`src/verilog/wb_pkg.sv`:
```
package wb_pkg;

   // register file and datapath sizes
   localparam int GPR_COUNT  = 8;
   localparam int GPR_ADDR_W = $clog2(GPR_COUNT);
   localparam int DATA_W     = 32;
   localparam int ADDR_W     = 32;

   // store buffer sizing
   localparam int STORE_DEPTH = 4;
   localparam int STORE_PTR_W = $clog2(STORE_DEPTH);
   localparam int STORE_CNT_W = $clog2(STORE_DEPTH + 1);

   // bit positions in the flags word
   localparam int FLAG_CF = 0;
   localparam int FLAG_ZF = 6;

   // one retired micro-op as handed over by execute
   typedef struct packed {
      logic                  valid;
      logic                  ld_gpr1;
      logic [GPR_ADDR_W-1:0] dr1;
      logic [DATA_W-1:0]     result_a;
      logic                  ld_gpr2;
      logic [GPR_ADDR_W-1:0] dr2;
      logic [DATA_W-1:0]     result_b;
      logic                  is_cmovc;
      logic                  ld_flags;
      logic [DATA_W-1:0]     flags_mask;
      logic [DATA_W-1:0]     flags_in;
      logic                  ld_eip;
      logic                  is_jne;
      logic [DATA_W-1:0]     neip;
      logic                  dcache_write;
      logic [ADDR_W-1:0]     address;
      logic                  is_halt;
   } wb_uop_t;

   // store request queued for the APB master
   typedef struct packed {
      logic [ADDR_W-1:0] addr;
      logic [DATA_W-1:0] data;
   } wb_store_t;

endpackage
```
`src/verilog/wb_stage.sv`:
```
`timescale 1ns/1ps

module wb_stage import wb_pkg::*; (
   input  logic                  CLK,
   input  logic                  rst_n,
   input  wb_uop_t               uop,
   output logic                  stall,
   output logic                  halted,
   output logic [DATA_W-1:0]     flags_fwd,
   output logic [DATA_W-1:0]     eip,
   input  logic [GPR_ADDR_W-1:0] rd_addr1,
   output logic [DATA_W-1:0]     rd_data1,
   input  logic [GPR_ADDR_W-1:0] rd_addr2,
   output logic [DATA_W-1:0]     rd_data2,
   output logic                  psel,
   output logic                  penable,
   output logic                  pwrite,
   output logic [ADDR_W-1:0]     paddr,
   output logic [DATA_W-1:0]     pwdata,
   input  logic                  pready,
   input  logic                  pslverr
);

   logic [DATA_W-1:0]     flags;
   logic                  buf_full;
   logic                  gpr1_we;
   logic [GPR_ADDR_W-1:0] gpr1_addr;
   logic [DATA_W-1:0]     gpr1_data;
   logic                  gpr2_we;
   logic [GPR_ADDR_W-1:0] gpr2_addr;
   logic [DATA_W-1:0]     gpr2_data;
   logic                  eip_we;
   logic [DATA_W-1:0]     eip_data;
   logic                  flags_we;
   logic [DATA_W-1:0]     flags_mask;
   logic [DATA_W-1:0]     flags_data;
   logic                  push;
   wb_store_t             push_data;
   logic                  pop;
   logic                  not_empty;
   wb_store_t             head;

   wb_commit u_commit (
      .CLK        (CLK),
      .rst_n      (rst_n),
      .uop        (uop),
      .flags      (flags),
      .buf_full   (buf_full),
      .stall      (stall),
      .halted     (halted),
      .gpr1_we    (gpr1_we),
      .gpr1_addr  (gpr1_addr),
      .gpr1_data  (gpr1_data),
      .gpr2_we    (gpr2_we),
      .gpr2_addr  (gpr2_addr),
      .gpr2_data  (gpr2_data),
      .eip_we     (eip_we),
      .eip_data   (eip_data),
      .flags_we   (flags_we),
      .flags_mask (flags_mask),
      .flags_data (flags_data),
      .push       (push),
      .push_data  (push_data)
   );

   wb_flags u_flags (
      .CLK   (CLK),
      .rst_n (rst_n),
      .we    (flags_we),
      .mask  (flags_mask),
      .data  (flags_data),
      .flags (flags)
   );

   // forwarded flags are the register output itself
   assign flags_fwd = flags;

   wb_regfile u_regfile (
      .CLK       (CLK),
      .rst_n     (rst_n),
      .gpr1_we   (gpr1_we),
      .gpr1_addr (gpr1_addr),
      .gpr1_data (gpr1_data),
      .gpr2_we   (gpr2_we),
      .gpr2_addr (gpr2_addr),
      .gpr2_data (gpr2_data),
      .eip_we    (eip_we),
      .eip_data  (eip_data),
      .rd_addr1  (rd_addr1),
      .rd_data1  (rd_data1),
      .rd_addr2  (rd_addr2),
      .rd_data2  (rd_data2),
      .eip       (eip)
   );

   wb_store_buffer u_store_buffer (
      .CLK       (CLK),
      .rst_n     (rst_n),
      .push      (push),
      .push_data (push_data),
      .full      (buf_full),
      .pop       (pop),
      .not_empty (not_empty),
      .head      (head)
   );

   wb_apb_store u_apb_store (
      .CLK       (CLK),
      .rst_n     (rst_n),
      .not_empty (not_empty),
      .head      (head),
      .pop       (pop),
      .psel      (psel),
      .penable   (penable),
      .pwrite    (pwrite),
      .paddr     (paddr),
      .pwdata    (pwdata),
      .pready    (pready),
      .pslverr   (pslverr)
   );

endmodule

```
`src/verilog/wb_regfile.sv`:
```
`timescale 1ns/1ps

module wb_regfile import wb_pkg::*; (
   input  logic                  CLK,
   input  logic                  rst_n,
   input  logic                  gpr1_we,
   input  logic [GPR_ADDR_W-1:0] gpr1_addr,
   input  logic [DATA_W-1:0]     gpr1_data,
   input  logic                  gpr2_we,
   input  logic [GPR_ADDR_W-1:0] gpr2_addr,
   input  logic [DATA_W-1:0]     gpr2_data,
   input  logic                  eip_we,
   input  logic [DATA_W-1:0]     eip_data,
   input  logic [GPR_ADDR_W-1:0] rd_addr1,
   output logic [DATA_W-1:0]     rd_data1,
   input  logic [GPR_ADDR_W-1:0] rd_addr2,
   output logic [DATA_W-1:0]     rd_data2,
   output logic [DATA_W-1:0]     eip
);

   logic [DATA_W-1:0] gpr [GPR_COUNT];
   logic [DATA_W-1:0] eip_q;

   always_ff @(posedge CLK) begin
      if (!rst_n) begin
         for (int i = 0; i < GPR_COUNT; i++) begin
            gpr[i] <= '0;
         end
         eip_q <= '0;
      end else begin
         if (gpr1_we) begin
            gpr[gpr1_addr] <= gpr1_data;
         end
         // later assignment wins, so port 2 beats port 1 on the same register
         if (gpr2_we) begin
            gpr[gpr2_addr] <= gpr2_data;
         end
         if (eip_we) begin
            eip_q <= eip_data;
         end
      end
   end

   // decode read ports without bypass of this cycle's write
   assign rd_data1 = gpr[rd_addr1];
   assign rd_data2 = gpr[rd_addr2];
   assign eip      = eip_q;

endmodule

```
`src/verilog/wb_apb_store.sv`:
```
`timescale 1ns/1ps

module wb_apb_store import wb_pkg::*; (
   input  logic              CLK,
   input  logic              rst_n,
   input  logic              not_empty,
   input  wb_store_t         head,
   output logic              pop,
   output logic              psel,
   output logic              penable,
   output logic              pwrite,
   output logic [ADDR_W-1:0] paddr,
   output logic [DATA_W-1:0] pwdata,
   input  logic              pready,
   input  logic              pslverr
);

   typedef enum logic [1:0] {
      APB_IDLE,
      APB_SETUP,
      APB_ACCESS
   } apb_state_t;

   apb_state_t state;
   apb_state_t state_next;
   wb_store_t  req_q;

   always_comb begin
      state_next = state;
      case (state)
         APB_IDLE:   if (not_empty) state_next = APB_SETUP;
         APB_SETUP:  state_next = APB_ACCESS;
         // the store retires on pready whatever pslverr says
         APB_ACCESS: if (pready) state_next = APB_IDLE;
         default:    state_next = APB_IDLE;
      endcase
   end

   always_ff @(posedge CLK) begin
      if (!rst_n) begin
         state <= APB_IDLE;
      end else begin
         state <= state_next;
      end
   end

   // capture the head once so address and data hold through wait states
   always_ff @(posedge CLK) begin
      if (state == APB_IDLE && not_empty) begin
         req_q <= head;
      end
   end

   assign psel    = (state != APB_IDLE);
   assign penable = (state == APB_ACCESS);
   assign pwrite  = 1'b1;
   assign paddr   = req_q.addr;
   assign pwdata  = req_q.data;

   assign pop = (state == APB_ACCESS) && pready;

endmodule

```
`src/verilog/wb_store_buffer.sv`:
```
`timescale 1ns/1ps

module wb_store_buffer import wb_pkg::*; (
   input  logic      CLK,
   input  logic      rst_n,
   input  logic      push,
   input  wb_store_t push_data,
   output logic      full,
   input  logic      pop,
   output logic      not_empty,
   output wb_store_t head
);

   wb_store_t               mem [STORE_DEPTH];
   logic [STORE_PTR_W-1:0] wr_ptr;
   logic [STORE_PTR_W-1:0] rd_ptr;
   logic [STORE_CNT_W-1:0] count;
   logic                   do_push;
   logic                   do_pop;

   function automatic logic [STORE_PTR_W-1:0] ptr_inc(input logic [STORE_PTR_W-1:0] ptr);
      if (ptr == STORE_PTR_W'(STORE_DEPTH - 1)) begin
         return '0;
      end
      return ptr + 1'b1;
   endfunction

   assign full      = (count == STORE_CNT_W'(STORE_DEPTH));
   assign not_empty = (count != '0);

   assign do_push = push && !full;
   assign do_pop  = pop && not_empty;

   always_ff @(posedge CLK) begin
      if (!rst_n) begin
         wr_ptr <= '0;
         rd_ptr <= '0;
         count  <= '0;
      end else begin
         if (do_push) begin
            wr_ptr <= ptr_inc(wr_ptr);
         end
         if (do_pop) begin
            rd_ptr <= ptr_inc(rd_ptr);
         end
         // simultaneous push and pop leaves the count alone
         case ({do_push, do_pop})
            2'b10:   count <= count + 1'b1;
            2'b01:   count <= count - 1'b1;
            default: count <= count;
         endcase
      end
   end

   always_ff @(posedge CLK) begin
      if (do_push) begin
         mem[wr_ptr] <= push_data;
      end
   end

   assign head = mem[rd_ptr];

endmodule

```
`src/verilog/wb_commit.sv`:
```
`timescale 1ns/1ps

module wb_commit import wb_pkg::*; (
   input  logic                  CLK,
   input  logic                  rst_n,
   input  wb_uop_t               uop,
   input  logic [DATA_W-1:0]     flags,
   input  logic                  buf_full,
   output logic                  stall,
   output logic                  halted,
   output logic                  gpr1_we,
   output logic [GPR_ADDR_W-1:0] gpr1_addr,
   output logic [DATA_W-1:0]     gpr1_data,
   output logic                  gpr2_we,
   output logic [GPR_ADDR_W-1:0] gpr2_addr,
   output logic [DATA_W-1:0]     gpr2_data,
   output logic                  eip_we,
   output logic [DATA_W-1:0]     eip_data,
   output logic                  flags_we,
   output logic [DATA_W-1:0]     flags_mask,
   output logic [DATA_W-1:0]     flags_data,
   output logic                  push,
   output wb_store_t             push_data
);

   logic halted_q;
   logic accept;
   logic cond_jne;
   logic cond_cmovc;

   // store with no room left holds the whole micro-op in place
   assign stall = uop.valid && uop.dcache_write && buf_full;

   assign accept = uop.valid && !halted_q && !stall;

   // conditions look at flags before this micro-op updates them
   assign cond_jne   = !uop.is_jne   || !flags[FLAG_ZF];
   assign cond_cmovc = !uop.is_cmovc ||  flags[FLAG_CF];

   assign gpr1_we   = accept && uop.ld_gpr1;
   assign gpr1_addr = uop.dr1;
   assign gpr1_data = uop.result_a;

   assign gpr2_we   = accept && uop.ld_gpr2 && cond_cmovc;
   assign gpr2_addr = uop.dr2;
   assign gpr2_data = uop.result_b;

   assign eip_we   = accept && uop.ld_eip && cond_jne;
   assign eip_data = uop.neip;

   assign flags_we   = accept && uop.ld_flags;
   assign flags_mask = uop.flags_mask;
   assign flags_data = uop.flags_in;

   // store data comes from the A result, as the dcache write did
   assign push           = accept && uop.dcache_write;
   assign push_data.addr = uop.address;
   assign push_data.data = uop.result_a;

   // sticky halt cleared only by reset
   always_ff @(posedge CLK) begin
      if (!rst_n) begin
         halted_q <= 1'b0;
      end else if (accept && uop.is_halt) begin
         halted_q <= 1'b1;
      end
   end

   assign halted = halted_q;

endmodule

```
`src/verilog/wb_flags.sv`:
```
`timescale 1ns/1ps

module wb_flags import wb_pkg::*; (
   input  logic              CLK,
   input  logic              rst_n,
   input  logic              we,
   input  logic [DATA_W-1:0] mask,
   input  logic [DATA_W-1:0] data,
   output logic [DATA_W-1:0] flags
);

   logic [DATA_W-1:0] flags_q;
   logic [DATA_W-1:0] flags_next;

   // only the bits selected by the mask take the new value
   assign flags_next = (flags_q & ~mask) | (data & mask);

   always_ff @(posedge CLK) begin
      if (!rst_n) begin
         flags_q <= '0;
      end else if (we) begin
         flags_q <= flags_next;
      end
   end

   // same value feeds the jne/cmovc conditions and the forward path
   assign flags = flags_q;

endmodule

```
`config.mk`:
```
export PLATFORM = sky130hd
export DESIGN_NAME = wb_stage
export DESIGN_NICKNAME = d
export VERILOG_FILES = /design/src/verilog/wb_pkg.sv /design/src/verilog/wb_stage.sv /design/src/verilog/wb_regfile.sv /design/src/verilog/wb_apb_store.sv /design/src/verilog/wb_store_buffer.sv /design/src/verilog/wb_commit.sv /design/src/verilog/wb_flags.sv
export SDC_FILE = /design/constraint.sdc
export NUM_CORES = 1
export LEC_CHECK = 0
export ABC_AREA = 1
export BUFFER_PORTS_ARGS = -buffer_cell sky130_fd_sc_hd__clkbuf_2
export CAP_MARGIN = 5
export CELL_PAD_IN_SITES_DETAIL_PLACEMENT = 1
export CELL_PAD_IN_SITES_GLOBAL_PLACEMENT = 2
export CORE_MARGIN = 2
export CORE_UTILIZATION = 32
export DETAILED_ROUTE_END_ITERATION = 10
export PLACE_DENSITY = 0.81
export SYNTH_ARGS = -nofsm -noshare
export SYNTH_HDL_FRONTEND = slang
export SYNTH_SLANG_ARGS = --single-unit
export TNS_END_PERCENT = 30
```
`constraint.sdc`:
```
create_clock -name CLK -period 4.39 [get_ports CLK]
set_input_delay 0.2195 -clock CLK [delete_from_list [all_inputs] [get_ports CLK]]
set_output_delay 0.2195 -clock CLK [all_outputs]
set_load 0.02 [all_outputs]
```
==> results of run 1 <==
worst max-delay path, stage by stage:
cell and delay [ns]:
dlygate4sd3_1 0.55, clkbuf_2 0.17, nand2_1 0.08, inv_1 0.04, nand3_2 0.07, buf_4 0.44
nand3_2 0.51, nor2_2 0.80, buf_4 0.36, nand3_1 0.10, nand2_1 0.09
registers in the layout (all words and copies together) (netlist names), named ones only:
register,count
u_apb_store.paddr,32
u_apb_store.pwdata,32
u_apb_store.state,2
u_commit.halted,1
u_regfile.eip,32
u_regfile.gpr,256
u_store_buffer.count,3
u_store_buffer.mem,256
u_store_buffer.rd_ptr,2
u_store_buffer.wr_ptr,2
metal layers:
layer | share of wire, % | vias to the layer above
li1 | - | 13000
met1 | 39 | 14300
met2 | 48 | 1185
met3 | 7.9 | 294
met4 | 4.6 | 10
met5 | 0.050 | -
layout by cell type, fill, tap and decap left out, types with 20 or more instances in the layout:
cell type      instances
nand2_1              591
nor2_1               362
buf_4                 81
o22ai_1               64
clkbuf_2             406
clkbuf_1              20
clkbuf_16             76
o21ai_0              517
dfxtp_1               72
inv_1                223
nand3_1              555
nand4_1               40
dlygate4sd3_1        168
edfxtp_1             576
a21oi_1              137
logic make-up after synthesis:
group | Yosys count | synth area share, %
adder cells (fa/ha/maj) | 7 | 0.301
AO/OA/AOI/OAI | 728 | 11.9
other | 1 | 0.0119
AND/OR/NAND/NOR | 1575 | 21.3
flip-flops | 650 | 59.5
buffers and inverters | 561 | 6.99
layout make-up:
class / instances / area, um^2 / area share, %
Clock buffer: 97 / 1990 / 5.10
Timing Repair Buffer: 671 / 4630 / 11.9
Tap cell: 1287 / 1610 / 4.13
Inverter: 227 / 856 / 2.19
Antenna cell: 10 / 25.0 / 0.0641
Clock inverter: 36 / 429 / 1.10
Sequential cell: 650 / 18800 / 48.1
Multi-Input combinational cell: 2311 / 10700 / 27.4
worst max path at each step:
stage,start,to,depth (start not counted)
2_1_floorplan,u_commit.halted,u_store_buffer.mem[0][0],6
3_3_place_gp,uop[33],u_regfile.gpr[0][17],10
3_5_place_dp,uop[33],u_regfile.gpr[0][10],10
4_1_cts,u_store_buffer.count[1],u_regfile.gpr[0][10],8
5_1_grt,u_store_buffer.count[1],u_regfile.gpr[0][17],8
6_report,uop[33],u_regfile.gpr[0][14],11
where the power goes:
part	total, mW	switching (mW)	internal [mW]
sequential	7.10	0.0977	7.00
clock	6.30	2.71	3.59
combinational	1.83	1.31	0.517
total	15.2	4.12	11.1
cell usage after synthesis:
| library cell | number |
|---|---|
| fa_1 | 1 |
| inv_1 | 225 |
| buf_2 | 65 |
| nand3_2 | 1 |
| clkbuf_1 | 219 |
| buf_1 | 36 |
| ha_1 | 6 |
| a21boi_1 | 1 |
| nand4_1 | 40 |
| a21oi_4 | 1 |
| o21ai_0 | 517 |
| nor2_1 | 382 |
| inv_2 | 2 |
| edfxtp_1 | 576 |
| o211ai_1 | 8 |
| dfxtp_1 | 74 |
| conb_1 | 1 |
| nand2_1 | 591 |
| nand3_1 | 556 |
| a21oi_1 | 137 |
| o22ai_1 | 64 |
| buf_4 | 1 |
| nor3_1 | 2 |
| clkbuf_2 | 13 |
| nor2_2 | 3 |
metrics by stage:
stage	cells	total power, mW
finish	5289	15.2
global route	5287	15.7
CTS	5279	15.3
detailed placement	4978	8.94
global placement	4978	8.90
floorplan	3522	8.15
==> qor.csv, run 1 <==
stage;metric;value;unit
clocking;setup bufs post-CTS;0;
pwr;Pwr Density;390;nW/um^2
global_routing;GRT Util Overall;25.1;%
placement;Placer Congestion;0.787;
synth;synth top area cells;edfxtp_1 (55%), nand3_1 (8.8%), o21ai_0 (8.2%);
critical_path;Worst R2R Path Depth;8;
sta;hold slack;0.0234;ns
critical_path;arrival time of the worst setup path;3.47;ns
route;Post-route DRC;0;
job;Max Cap Violations;0;
sta;fmax;0.337;GHz
global_routing;first-pass GRT wire length;191000;um
status;status;finished, final reports clean;
synth;synthesized instance count;3522;
synth;total number of yosys warnings;0;
finish;share of cells above drive strength 1;16.0;%
clocking;Root Driver;clkbuf_16;
route;Initial DRC Count;2372;
clocking;post-cts gate resize count;0;
sta;min Tclk post-route;2.97;ns
route;WL/cell;24.7;um
pwr;Pleak;16.3;nW
placement;IO buf count;411;
worst_hold_path;HP Class;in2reg;
critical_path;R2R Setup Slk;1.43;ns
critical_path;data required time of the critical path;4.90;ns
floorplanning;die height;318;um
floorplanning;core area;98100;um^2
clocking;worst-case clock buffer depth;3;
sta;Final Max Tran Viols;0;
floorplanning;row count;115;
global_routing;met2 Usage GRT;42.6;%
sta;final hold vios;0;
synth;Synth Area per Inst;8.96;um^2
global_routing;met1 Use GR;30.4;%
sta;final setup margin;1.42;ns
global_routing;largest net degree at the start of global routing;187;
placement;placed wire-length estimate;77900;um
floorplanning;DIE AREA;101000;um^2
sta;Setup TNS;0;ns
global_routing;met3 usage;5.33;%
sta;final-report setup violation count;0;
placement;Cell Area, Placed;34900;um^2
pwr;maximum VDD drop;295;uV
clocking;clk_lat worst skew;0.65;ns
synth;area leader, netlist;edfxtp_1;
critical_path;crit end category;flip-flop;
route;vias per cell;5.44;
synth;top-area cell type share of the netlist area;54.8;%
worst_hold_path;hold endpoint;u_regfile.gpr[1][2];
global_routing;initial antenna violation count;16;
clocking;cts bufs inserted;74;
synth;syn_nets;3746;
critical_path;reg2reg end;u_regfile.gpr[0][14];
synth;post-synthesis sequential area ratio;59.5;%
route;post-route ant nets;0;
route;via count;28800;
clocking;Worst-path clk slew;0.06;ns
critical_path;Crit Path Max Fanout;42;
floorplanning;Initial Util;32.2;%
sta;RSZ-0062 raised after global routing;no;
clocking;total clock sinks;650;
worst_hold_path;Hold Startpoint;uop[136];
global_routing;GR peak layer;met2;
finish;Final #Nets;4159;
global_routing;vias in the first global route;29800;
worst_hold_path;hold depth;3;
clocking;hold_buf cts;168;
placement;pre-CTS worst setup slack;1.42;ns
clocking;H-tree depth;3;
critical_path;CP Launch Type;input port;
finish;post-layout util;39.8;%
synth;mapped cell area;31600;um^2
finish;area grow syn2layout;23.7;%
synth;flops & latches, synth;650;
floorplanning;I/O Pins;414;
floorplanning;die width;318;um
clocking;CTS tree;built;
sta;Rel. slew slack;28.3;%
finish;fill cell count;11400;
sta;Slew @ Worst Pin;1.07;ns
critical_path;reg-to-reg critical path startpoint;u_store_buffer.count[1];
critical_path;CP Class;in2reg;
sta;Worst Skew;0.0255;ns
sta;final period utilization;67.6;%
global_routing;Remaining Overflow, GRT;0;
synth;post-synthesis cell type count;25;
finish;Final Instance Area;39000;um^2
route;final wirelength;130000;um
route;Pre-antenna DRT Iters;6;
Power figures use the tool's default switching activity.
==> inputs of run 2 (changes only) <==
- ABC_AREA: 1 -> 0
- CORE_UTILIZATION: 32 -> 36
- clock period: 4.39 -> 2.5 ns (I/O delays scaled with it)
==> run 2 against run 1 <==
Via count fell by 18%; clock skew barely moved; cell area rose by 0.44%; clock power rose by 71%; sequential power rose by 76%; die area fell by 13%; flip-flop and latch count did not move; routed wire length fell by 13%; global-route usage rose by 0.39 points; critical path depth fell by 5; combinational power rose by 75%; first-iteration DRC count fell by 11%.
==> qor.csv, run 2 <==
stage;metric;value;unit
sta;min Tclk post-route;2.36;ns
synth;simple-gate share of the synthesized area;12.9;%
clocking;setup bufs post-CTS;0;
clocking;Root Driver;clkbuf_16;
synth;synth cell count leaders;edfxtp_1 (576), nand2_1 (394), nand3_1 (262), a21oi_1 (257), mux4_2 (192);
critical_path;crit end category;flip-flop;
synth;Post-synth EDFFs;576;
critical_path;arrival time of the worst setup path;2.92;ns
worst_hold_path;Hold Startpoint;uop[33];
critical_path;reg-to-reg critical path startpoint;u_store_buffer.count[1];
worst_hold_path;HP Class;in2reg;
floorplanning;core area;85100;um^2
route;WL/cell;27.9;um
sta;final hold vios;0;
pwr;Comb power frac;12.1;%
synth;top-area cell type share of the netlist area;55.9;%
job;Max Cap Violations;0;
global_routing;initial antenna violation count;14;
sta;Worst Skew;0.0257;ns
synth;mux contribution to synthesized area;17.5;%
sta;final period utilization;94.3;%
clocking;clk_lat worst skew;0.64;ns
global_routing;GRT Util Overall;25.4;%
floorplanning;die width;297;um
pwr;maximum VDD drop;535;uV
synth;flops & latches, synth;650;
route;Initial DRC Count;2102;
finish;share of cells above drive strength 1;31.3;%
finish;Final #Nets;3109;
route;via count;23600;
worst_hold_path;hold endpoint;u_store_buffer.wr_ptr[1];
status;status;finished, final reports clean;
pwr;Int Pwr;19.5;mW
critical_path;data required time of the critical path;3.06;ns
placement;placed wire-length estimate;67900;um
synth;post-synthesis sequential area ratio;60.7;%
clocking;Worst-path clk slew;0.05;ns
pwr;Pleak;13.4;nW
pwr;Net Sw Frac;26.1;%
synth;post-synthesis cell type count;46;
floorplanning;die height;297;um
synth;syn_nets;2579;
sta;final-report setup violation count;0;
synth;synthesized instance count;2355;
synth;area leader, netlist;edfxtp_1;
route;post-route ant nets;0;
floorplanning;I/O Pins;414;
global_routing;vias in the first global route;25800;
placement;IO buf count;411;
synth;fraction of synthesized cell area in xor and xnor cells;0.0567;%
synth;adder-cell share of the synthesized area;0.308;%
synth;asr flop ratio synth;0;%
floorplanning;row count;107;
critical_path;Worst R2R Path Depth;6;
pwr;Power, Total;26.5;mW
critical_path;CP Launch Type;flip-flop;
finish;area grow syn2layout;26.8;%
global_routing;first-pass GRT wire length;168000;um
clocking;worst-case clock buffer depth;3;
route;Post-route DRC;0;
global_routing;Remaining Overflow, GRT;0;
floorplanning;DIE AREA;88200;um^2
clocking;total clock sinks;650;
critical_path;Crit Path Max Fanout;33;
synth;largest family of logic cells by synthesized area;multiplexers;
critical_path;CP Class;reg2reg;
pwr;Clock Power Share;40.8;%
clocking;cts bufs inserted;74;
pwr;Pwr Density;675;nW/um^2
placement;Placer Congestion;0.825;
sta;Final Max Tran Viols;0;
worst_hold_path;hold depth;4;
synth;ys flop type;edfxtp_1;
global_routing;largest net degree at the start of global routing;105;
floorplanning;Initial Util;36.3;%
synth;mapped cell area;30900;um^2
clocking;CTS tree;built;
synth;cell with the most instances after synthesis;edfxtp_1;
finish;post-layout util;46.0;%
synth;total number of yosys warnings;0;
critical_path;R2R Setup Slk;0.14;ns
finish;commonest non-fill, non-tap cells in the layout;edfxtp_1 (576), clkbuf_2 (409), nand2_1 (394);
route;Pre-antenna DRT Iters;5;
synth;Compound-Gate Fraction of Synth Area;5.10;%
synth;synth top area cells;edfxtp_1 (56%), mux4_2 (14%), dfxtp_1 (4.8%);
finish;Largest regs;u_regfile.gpr x256, u_store_buffer.mem x256;
finish;commonest non-fill, non-tap cell in the layout;edfxtp_1;
sta;fmax;0.424;GHz
sta;hold slack;0.0528;ns
pwr;P_sw;6.92;mW
sta;Slew @ Worst Pin;0.943;ns
sta;Rel. slew slack;37.1;%
route;vias per cell;5.76;
clocking;H-tree depth;3;
route;final wirelength;114000;um
pwr;sequential power share;47.1;%
synth;Synth Area per Inst;13.1;um^2
run 2: final cells by class:
cell class,instances,area [um^2]
antenna,7,17.5
clock buffer,102,2000
clock inverter,33,387
fill,8920,45900
inverter,8,30.0
multi-input combinational,1458,11200
sequential,650,18800
tap,1144,1430
timing repair buffer,693,5320
run 2: what timing repair did:
action / in CTS / in global routing
resized for setup: 0 / 2
endpoints found under the setup margin: 0 / 11
hold buffers: 194 / 0
hold endpoints to repair: 576 / 0
run 2: how the worst max path moves through the flow:
stage | start | cells after the start | end | slack, ns
3_3_place_gp | u_store_buffer.count[2] | 9 | u_store_buffer.count[2] | 0.25
5_1_grt | u_store_buffer.count[1] | 6 | flip-flop | -0.0007
2_1_floorplan | u_commit.halted | 3 | u_store_buffer.mem[0][0] | -0.46
4_1_cts | u_store_buffer.count[1] | 6 | flip-flop | 0.07
3_5_place_dp | u_store_buffer.count[2] | 9 | u_store_buffer.count[2] | 0.23
6_report | u_store_buffer.count[1] | 6 | flip-flop | 0.14
run 2: worst max-delay path, stage by stage (launching register included):
cell	delay, ns
dfxtp_1	0.41
and4bb_1	0.33
nor2_2	0.25
buf_6	0.28
and3_1	0.24
mux2i_1	0.20
dlygate4sd3_1	0.57
run 2: cell families (layout without fill, tap and decap cells):
| kind of cell | after synthesis | count (layout) |
|---|---|---|
| compound gates | 306 | 306 |
| xor+xnor | 2 | 2 |
| fa+ha+maj | 7 | 7 |
| buf+inv | 247 | 836 |
| flops | 650 | 650 |
| mux | 293 | 293 |
| other cells | 1 | 8 |
| simple gates | 849 | 849 |
run 2: per-layer routing:
| metal | global-route usage, % | part of all wire [%] |
|---|---|---|
| met1 | 30.4 | 36 |
| met5 | 0 | 0.065 |
| met4 | 13.2 | 5.1 |
| met2 | 43.6 | 51 |
| met3 | 5.05 | 8.0 |
run 2: stage by stage:
| step | TNS [ns] | area (um^2) | worst slack (ns) | std cells |
|---|---|---|---|---|
| after floorplan | -107.10 | 31000 | -0.460 | 2355 |
| after global placement | 0 | 34900 | 0.254 | 3759 |
| after detailed placement | 0 | 34900 | 0.228 | 3759 |
| after CTS | 0 | 39200 | 0.0745 | 4088 |
| after global routing | -0.000686 | 39200 | -0.000686 | 4093 |
| final | 0 | 39200 | 0.143 | 4095 |
run 2: power by group through the flow:
stage	Combinational, mW	Sequential (mW)	Clock [mW]
global placement	2.86	12.6	0
global route	3.37	12.5	11.3
CTS	3.19	12.5	10.9
floorplan	1.50	12.8	0
finish	3.21	12.5	10.8
detailed placement	2.93	12.7	0
==> inputs of run 3 (changes only) <==
--- a/config.mk
+++ b/config.mk
@@ -19,2 +19,2 @@
 export SYNTH_SLANG_ARGS = --single-unit
-export TNS_END_PERCENT = 30
+export TNS_END_PERCENT = 5
==> constraint.sdc (replaced) <==
create_clock -name CLK -period 2.5 [get_ports CLK]
set_input_delay 0 -clock CLK [delete_from_list [all_inputs] [get_ports CLK]]
set_output_delay 0 -clock CLK [all_outputs]
set_load 0.02 [all_outputs]
==> run 3 against run 2 <==
Largest power group unchanged; cell count fell by 0.73%; critical path type unchanged; clock power hardly changed; flip-flop and latch count did not move; highest routed layer unchanged.
==> qor.csv, run 3 (synthesized netlist as in run 2, its figures left out) <==
stage;metric;value;unit
critical_path;Worst R2R Path Depth;9;
sta;min Tclk post-route;2.28;ns
critical_path;reg-to-reg critical path startpoint;u_store_buffer.count[0];
finish;fill cell count;8898;
sta;final hold vios;0;
route;via count;23400;
sta;Worst Skew;0.0353;ns
finish;commonest non-fill, non-tap cell in the layout;edfxtp_1;
finish;Layout Cells excl Fill;4065;
route;met3 WL;8360;um
global_routing;vias in the first global route;25800;
global_routing;GRT Util Overall;25.5;%
sta;fmax;0.439;GHz
route;vias per cell;5.75;
route;final wirelength;114000;um
finish;area grow syn2layout;26.2;%
clocking;clk_lat worst skew;0.65;ns
floorplanning;core area;85100;um^2
sta;Final Max Tran Viols;0;
pwr;Pwr Density;686;nW/um^2
critical_path;R2R Setup Slk;0.22;ns
floorplanning;Initial Util;36.3;%
finish;Final #Nets;3084;
sta;RSZ-0062 raised after global routing;no;
route;WL met1;42000;um
placement;placed instance count;3732;
critical_path;reg2reg end;u_store_buffer.count[2];
worst_hold_path;HP Class;in2reg;
global_routing;largest net degree at the start of global routing;121;
global_routing;initial antenna violation count;8;
clocking;Root Driver;clkbuf_16;
placement;IO buf count;411;
worst_hold_path;hold endpoint;u_regfile.eip[27];
route;DR top layer;met5;
critical_path;CP Launch Type;flip-flop;
placement;Placer Congestion;0.798;
worst_hold_path;hold depth;4;
route;Post-route DRC;0;
finish;area of the multi-input gates;11200;um^2
floorplanning;die width;297;um
clocking;setup bufs post-CTS;0;
global_routing;first-pass GRT wire length;169000;um
clocking;worst-case clock buffer depth;3;
sta;final period utilization;91.0;%
clocking;CTS tree;built;
floorplanning;I/O Pins;414;
sta;Rel. slew slack;36.3;%
floorplanning;DIE AREA;88200;um^2
worst_hold_path;Hold Startpoint;uop[66];
clocking;cts bufs inserted;74;
critical_path;CP Class;reg2reg;
clocking;total clock sinks;650;
job;Max Cap Violations;0;
critical_path;Crit Path Max Fanout;6;
pwr;maximum VDD drop;518;uV
clocking;H-tree depth;3;
sta;Slew @ Worst Pin;0.955;ns
route;WL/cell;28.0;um
finish;commonest non-fill, non-tap cells in the layout;edfxtp_1 (576), clkbuf_2 (408), nand2_1 (394);
critical_path;data required time of the critical path;3.04;ns
critical_path;crit path from;u_store_buffer.count[0];
route;Pre-antenna DRT Iters;6;
finish;share of cells above drive strength 1;30.6;%
global_routing;Remaining Overflow, GRT;0;
status;status;finished, final reports clean;
route;met2 wire len;57500;um
critical_path;arrival time of the worst setup path;2.82;ns
finish;post-layout util;45.8;%
floorplanning;die height;297;um
floorplanning;row count;107;
sta;final-report setup violation count;0;
pwr;Pleak;13.3;nW
route;Initial DRC Count;2028;
critical_path;crit end category;flip-flop;
finish;Largest regs;u_regfile.gpr x256, u_store_buffer.mem x256;
finish;Sequential cell area;18800;um^2
clocking;Worst-path clk slew;0.06;ns
placement;placed wire-length estimate;64600;um
route;post-route ant nets;0;
[run 3: cell count changes in the layout (fill, tap and decap cells not counted), moves of 2 or more]
cell	before	now
buf_4	38	17
buf_12	52	46
clkbuf_1	24	18
bufinv_16	3	8
clkinv_1	8	12
diode_2	7	3
inv_6	4	1
clkinvlp_4	3	5
dlygate4sd3_1	194	196
[run 3: worst max-delay path by stage]
stage / slack [ns] / endpoint / depth (start not counted)
3_3_place_gp: 0.24 / u_store_buffer.count[2] / 9
5_1_grt: 0.07 / u_store_buffer.count[2] / 9
2_1_floorplan: -0.46 / u_store_buffer.mem[0][0] / 3
3_5_place_dp: 0.24 / u_store_buffer.count[2] / 9
4_1_cts: 0.15 / flip-flop / 6
6_report: 0.22 / u_store_buffer.count[2] / 9
[run 3: cell type report]
type                    instances  area share (%)
diodes                          3          0.0192
clock buffers                  93            4.95
clock inverters                41            1.38
inverters                       8          0.0770
multi-input cells            1458            28.8
flip-flops and latches        650            48.1
well taps                    1144            3.67
repair buffers                668            13.0
[run 3: worst max-delay path, cell delays in order, from the launching register on]
cell and delay, ns:
dfxtp_1 0.35, nor3b_1 0.34, nor3b_2 0.13, inv_1 0.08, ha_1 0.19, inv_1 0.07
fa_1 0.38, xor2_1 0.16, or3_1 0.30, a21boi_0 0.18
[run 3: metrics by stage]
stage	hold slack [ns]	power, mW	TNS (ns)	setup slack (ns)	area [um^2]
after floorplan	0.0989	14.3	-122.29	-0.460	30900
after global placement	0.212	15.5	0	0.238	34600
after detailed placement	0.225	15.6	0	0.242	34600
after CTS	0.0437	26.9	0	0.153	39000
after global routing	0.105	27.5	0	0.0721	39000
final	0.0656	26.8	0	0.224	39000
[run 3: metal layers]
| layer | GRT usage [%] | vias up |
|---|---|---|
| met4 | 12.8 | 12 |
| met5 | 0 | - |
| met1 | 30.1 | 12000 |
| met3 | 4.88 | 276 |
| met2 | 44.5 | 1163 |
| li1 | - | 9872 |
[run 3: repair_timing]
action	CTS	global route
hold endpoints to repair	582	0
hold buffers	196	0
setup endpoints to repair	0	13
resized for setup	0	2
[run 3: power breakdown]
part | internal, mW | switching, mW
Combinational | 1.20 | 1.96
Clock | 6.42 | 4.73
Sequential | 12.3 | 0.193
